File: src/design/sram_pkg.sv
package sram_pkg;

   // ------------------------------
   // memory geometry
   // ------------------------------
   localparam int lanes   = 2;                // 32-bit tiles across the word
   localparam int tile_w  = 32;               // data bits per tile
   localparam int tile_be = tile_w / 8;       // byte enables per tile
   localparam int addr_w  = 9;                // 512 words deep

   localparam int data_w  = lanes * tile_w;   // full word, 64 bits
   localparam int strb_w  = lanes * tile_be;  // one enable per byte

   typedef logic [addr_w-1:0] addr_t;         // word address
   typedef logic [data_w-1:0] data_t;         // one memory word

   // bit i covers byte i, low nibble to tile 0, high nibble to tile 1
   typedef logic [strb_w-1:0] strobe_t;

   // ------------------------------
   // request / response payloads
   // ------------------------------

   // 1 + 9 + 8 + 64 = 82 bits
   typedef struct packed {
      logic    write;   // 1 = write, 0 = read
      addr_t   addr;
      strobe_t strobe;  // don't care on reads
      data_t   wdata;
   } mem_req_t;

   // 9 + 64 = 73 bits
   typedef struct packed {
      addr_t addr;      // echoed from the request
      data_t rdata;
   } mem_rsp_t;

endpackage

File: src/design/sram_port_ctrl.sv
`timescale 1ns/10ps

module sram_port_ctrl #(
   parameter int RD_SLOTS = 4                       // response buffer depth
) (
   input  logic               CLKA,
   input  logic               rst,
   // request channel
   input  logic               req_valid,
   output logic               req_ready,
   input  sram_pkg::mem_req_t req,
   // response channel
   output logic               rsp_valid,
   input  logic               rsp_ready,
   output sram_pkg::mem_rsp_t rsp,
   // tile port, both tiles side by side
   output logic               ram_en,
   output sram_pkg::strobe_t  ram_we,
   output sram_pkg::addr_t    ram_addr,
   output sram_pkg::data_t    ram_wdata,
   input  sram_pkg::data_t    ram_rdata
);

   localparam int cnt_w = $clog2(RD_SLOTS + 1);             // holds 0..RD_SLOTS
   localparam int ptr_w = (RD_SLOTS > 1) ? $clog2(RD_SLOTS) : 1;

   logic [cnt_w-1:0]   credit_cnt;   // reads in flight plus buffered
   logic [cnt_w-1:0]   buf_cnt;      // entries sitting in the buffer
   logic [ptr_w-1:0]   wr_ptr;
   logic [ptr_w-1:0]   rd_ptr;

   logic               accept;       // request transfer this edge
   logic               rd_accept;    // ... and it is a read
   logic               rsp_fire;     // response transfer this edge

   logic               rd_pend;      // tile data due next edge
   sram_pkg::addr_t    rd_pend_addr; // address to echo back
   sram_pkg::mem_rsp_t push_word;

   sram_pkg::mem_rsp_t rsp_buf [RD_SLOTS];  // circular response store

   // wrap at RD_SLOTS, depth need not be a power of two
   function automatic logic [ptr_w-1:0] ptr_inc(input logic [ptr_w-1:0] p);
      if (p == ptr_w'(RD_SLOTS - 1)) begin
         return '0;
      end else begin
         return p + 1'b1;
      end
   endfunction

   // ------------------------------
   // request side
   // ------------------------------
   assign req_ready = (credit_cnt < cnt_w'(RD_SLOTS));  // state only, no valid
   assign accept    = req_valid & req_ready;
   assign rd_accept = accept & ~req.write;

   // tile driven straight from the accepted request
   assign ram_en    = accept;
   assign ram_we    = req.write ? req.strobe : '0;      // strobe only on writes
   assign ram_addr  = req.addr;
   assign ram_wdata = req.wdata;

   // credits: taken by an accepted read, returned on response transfer
   always_ff @(posedge CLKA) begin
      if (rst) begin
         credit_cnt <= '0;
      end else begin
         case ({rd_accept, rsp_fire})
            2'b10:   credit_cnt <= credit_cnt + 1'b1;
            2'b01:   credit_cnt <= credit_cnt - 1'b1;
            default: credit_cnt <= credit_cnt;          // none or both
         endcase
      end
   end

   // ------------------------------
   // read pipeline stage
   // ------------------------------
   always_ff @(posedge CLKA) begin
      if (rst) begin
         rd_pend <= 1'b0;
      end else begin
         rd_pend <= rd_accept;                          // tile registers this edge
      end
   end

   always_ff @(posedge CLKA) begin
      if (rd_accept) begin
         rd_pend_addr <= req.addr;                      // payload, no reset
      end
   end

   assign push_word = '{addr: rd_pend_addr, rdata: ram_rdata};

   // ------------------------------
   // response buffer
   // ------------------------------
   assign rsp_valid = (buf_cnt != '0);
   assign rsp       = rsp_buf[rd_ptr];                  // oldest entry
   assign rsp_fire  = rsp_valid & rsp_ready;

   // credits bound the fill, so a push never finds it full
   always_ff @(posedge CLKA) begin
      if (rd_pend) begin
         rsp_buf[wr_ptr] <= push_word;
      end
   end

   always_ff @(posedge CLKA) begin
      if (rst) begin
         wr_ptr <= '0;
      end else if (rd_pend) begin
         wr_ptr <= ptr_inc(wr_ptr);
      end
   end

   always_ff @(posedge CLKA) begin
      if (rst) begin
         rd_ptr <= '0;
      end else if (rsp_fire) begin
         rd_ptr <= ptr_inc(rd_ptr);                     // in order
      end
   end

   always_ff @(posedge CLKA) begin
      if (rst) begin
         buf_cnt <= '0;
      end else begin
         case ({rd_pend, rsp_fire})
            2'b10:   buf_cnt <= buf_cnt + 1'b1;         // push only
            2'b01:   buf_cnt <= buf_cnt - 1'b1;         // pop only
            default: buf_cnt <= buf_cnt;
         endcase
      end
   end

   // pop needs a non-empty buffer, so no bypass path from push to rsp

endmodule

File: config.mk
export PLATFORM = sky130hd
export DESIGN_NAME = sram_port_ctrl
export DESIGN_NICKNAME = d
export VERILOG_FILES = /design/src/design/sram_pkg.sv /design/src/design/sram_port_ctrl.sv
export SDC_FILE = /design/constraint.sdc
export NUM_CORES = 1
export LEC_CHECK = 0
export ABC_AREA = 1
export BUFFER_PORTS_ARGS = -buffer_cell sky130_fd_sc_hd__buf_4
export CORE_ASPECT_RATIO = 1.2
export CORE_UTILIZATION = 42
export CTS_CLUSTER_SIZE = 20
export DETAILED_ROUTE_END_ITERATION = 8
export PLACE_DENSITY_LB_ADDON = 0.15
export SLEW_MARGIN = 30
export SYNTH_ARGS = -nofsm -noshare
export SYNTH_HDL_FRONTEND = slang
export SYNTH_SLANG_ARGS = --single-unit
File: constraint.sdc
create_clock -name CLKA -period 6.83 [get_ports CLKA]
set_input_delay 0 -clock CLKA [delete_from_list [all_inputs] [get_ports CLKA]]
set_output_delay 0 -clock CLKA [all_outputs]
set_load 0.05 [all_outputs]
==> impl_results.md <==
* Post-CTS Resized at 0
* CP Data Arrival Time at ~3.0 ns
* Non-Filler Instances at between 1k and 1.5k
* HP Start: req[59]
* Grt met2 use at a little under a third
* Synth Register Bits at about 310
* Initial cell density of the core at between 40% and 50%
* Synth async-reset ratio at 0%
* RSZ-0062 raised after global routing: false
* Clock root buffer: clkbuf_16
* # IOs at 307
* Cell taking the most area after synthesis: edfxtp_1
* Worst Skew at approximately 0.0062 ns
* Die W at roughly 160 um
* Largest net degree at the start of global routing at 99
* CP Class: flip-flop to primary output
* Post-CTS Setup Repair Bufs at 0
* Nets@finish at approximately 1.2k
* Mean Syn Cell Area at between 10 and 15 um2
* Total power at 6.046 mW
* # Max-Cap Violations at 0
* # hold bufs at CTS at 77
* Busiest layer in global routing: met2
* Min Hold Slack at between 0.000015 and 0.00002 ns
* Inst Count DP at around 1.3k
* Remaining DRCs at 0
* Startpoint Class: flip-flop
* Remaining Overflow, GRT at 0
* Met1 usage at a little over a fifth
* Register area share after synthesis at between 70 and 80%
* Leak at 5.454 nW
* Std-Cell Rows at slightly below 70
* Post-synthesis cell count at 897
* Clk buf depth at 3
* Tcrit/Tclk final at between 40% and 50%
* Post-synth top flop: edfxtp_1
* Die outline height at around 190 um
* Post-route cell area at 15170 um2
* DR vias at 7428
* Die ar. at around 30000 um2
* PwrDens at 398.5 nW/um2
* Min-Delay Path Class: input pin to primary output
* Synth area leaders: edfxtp_1 73%, buf_4 5.0%, nor2_1 4.6%, o22ai_1 3.7%, o21ai_0 3.4%
* Number of flops mapped to enable cells by yosys at approximately 300
* Rel. slew slack at between 30 and 40%
* Crit Path Max Fanout at 98
* Dpl ws at about 4.4 ns
* Syn Nets at ~1.1k
* Per-cell routed wire length at approximately 19 um
* Num CTS Buffers at 31
* Pre-antenna DRT Iters at 4
* Final worst setup slack at about 3.8 ns
* Iteration-0 DRC Markers at approximately 410
* First-pass GRT wire length at between 40000 and 50000 um
* Reg-to-Reg Start: credit_cnt[2]
* Syn. warnings at 0
* CTS clk-pin slew, worst paths at roughly 0.060 ns
* Setup violators final at 0
* DPL Wire Length at 15470 um
* Tmin final at 3.000 ns
* Final Slew Violations at 0
* CTS tree: yes
* Yosys top cell area share at 72.87%
* Placed inst area at approximately 13000 um2
* Remaining antenna violation count at 0
* Mapped Area at approximately 12000 um2
* Initial antenna violation count at 1
* Fmax at 333.4 MHz
* Met3 Use GR at 2.893%
* Final hold vios at 0
* Gpl congestion at between 0.7 and 0.8
* Max rail drop VDD at between 150 and 200 uV
* Clk_lat worst skew at about 0.55 ns
* GRT Overall Usage at between 10% and 20%
* Core footprint at roughly 29000 um2
* Count of input and output buffers at ~180
* Final core utilization at between 50% and 60%
* Vias/cell at 5.002
* Run status: completed
* Post-Route WL at between 20000 and 30000 um
* Worst Tran Pin Value at ~0.95 ns
* Critical path required time at about 6.8 ns
* Area growth syn-to-layout at 22.31%
* H-Tree Depth at 1
* Setup Total Neg Slack at 0 ns
* Critical path endpoint category: primary output
* Number of global-route vias before repair at between 7k and 8k
* Share of cells above drive strength 1 at about a fifth
* Clk sink count at 314
* Yosys cell types at 23
cell usage in the layout, fill, tap and decap left out, types with 22 or more instances in the layout:
cell type,count
o21ai_0,84
nand2_1,22
o21ai_1,67
nor2_1,153
inv_1,29
edfxtp_1,301
clkbuf_16,31
o22ai_1,73
dlygate4sd3_1,77
buf_4,185
cell type report:
class	count	area [um2]
Clock buffer	40	809.5
Fill cell	2511	13760
Sequential cell	314	9304
Timing Repair Buffer	264	2182
Multi-Input combinational cell	427	2097
Antenna cell	2	5.005
Clock inverter	18	152.6
Inverter	35	138.9
Tap cell	385	481.7
where the power goes:
part	switching (mW)	internal (mW)
Combinational	1.59	0.610
Clock	0.671	0.941
Sequential	0.0604	2.18
cells by family after synthesis:
family	after synthesis	share of synthesized area (%)
flops	314	74.97
compound gates	232	10.10
simple gates	186	5.780
buf+inv	156	8.121
fa+ha+maj	9	1.029
sequential cells by signal, summed over array words and instances (netlist names), named ones only:
name and flops:
buf_cnt 3, rd_pend_addr 9, credit_cnt 3, rd_ptr 2
rd_pend 1, rsp_buf 292, wr_ptr 2
critical path: stages, from the launching register on:
cell and delay (ns):
dfxtp_4 0.54, inv_4 0.48, buf_6 0.67, o21ai_0 0.18, o22ai_1 0.27, buf_4 0.26
layer usage:
layer | share of wire (%) | up-vias
li1 | - | 3561
met1 | 41 | 3596
met2 | 50 | 183
met3 | 5.0 | 88
met4 | 4.1 | 0
met5 | 0 | -
synth_stat cells (all sizes together) (2+ instances only):
| cell | number |
|---|---|
| nor3 | 2 |
| a21oi | 8 |
| buf | 100 |
| edfxtp | 301 |
| clkbuf | 21 |
| o21ai | 151 |
| ha | 7 |
| nand3 | 5 |
| nor2 | 153 |
| fa | 2 |
| dfxtp | 13 |
| nand2 | 22 |
| o22ai | 73 |
| nand4 | 2 |
| inv | 34 |
path summary, 6_finish.rpt:
kind / endpoint / slack, ns / depth (start not counted)
worst max-delay path: rsp[46] / 3.83 / 5
worst min-delay path: ram_wdata[59] / 0.00002 / 0
worst max register to register: credit_cnt[2] / 4.52 / 13
worst min register to register: buf_cnt[0] / 0.45 / 1
Power figures use the tool's default switching activity.
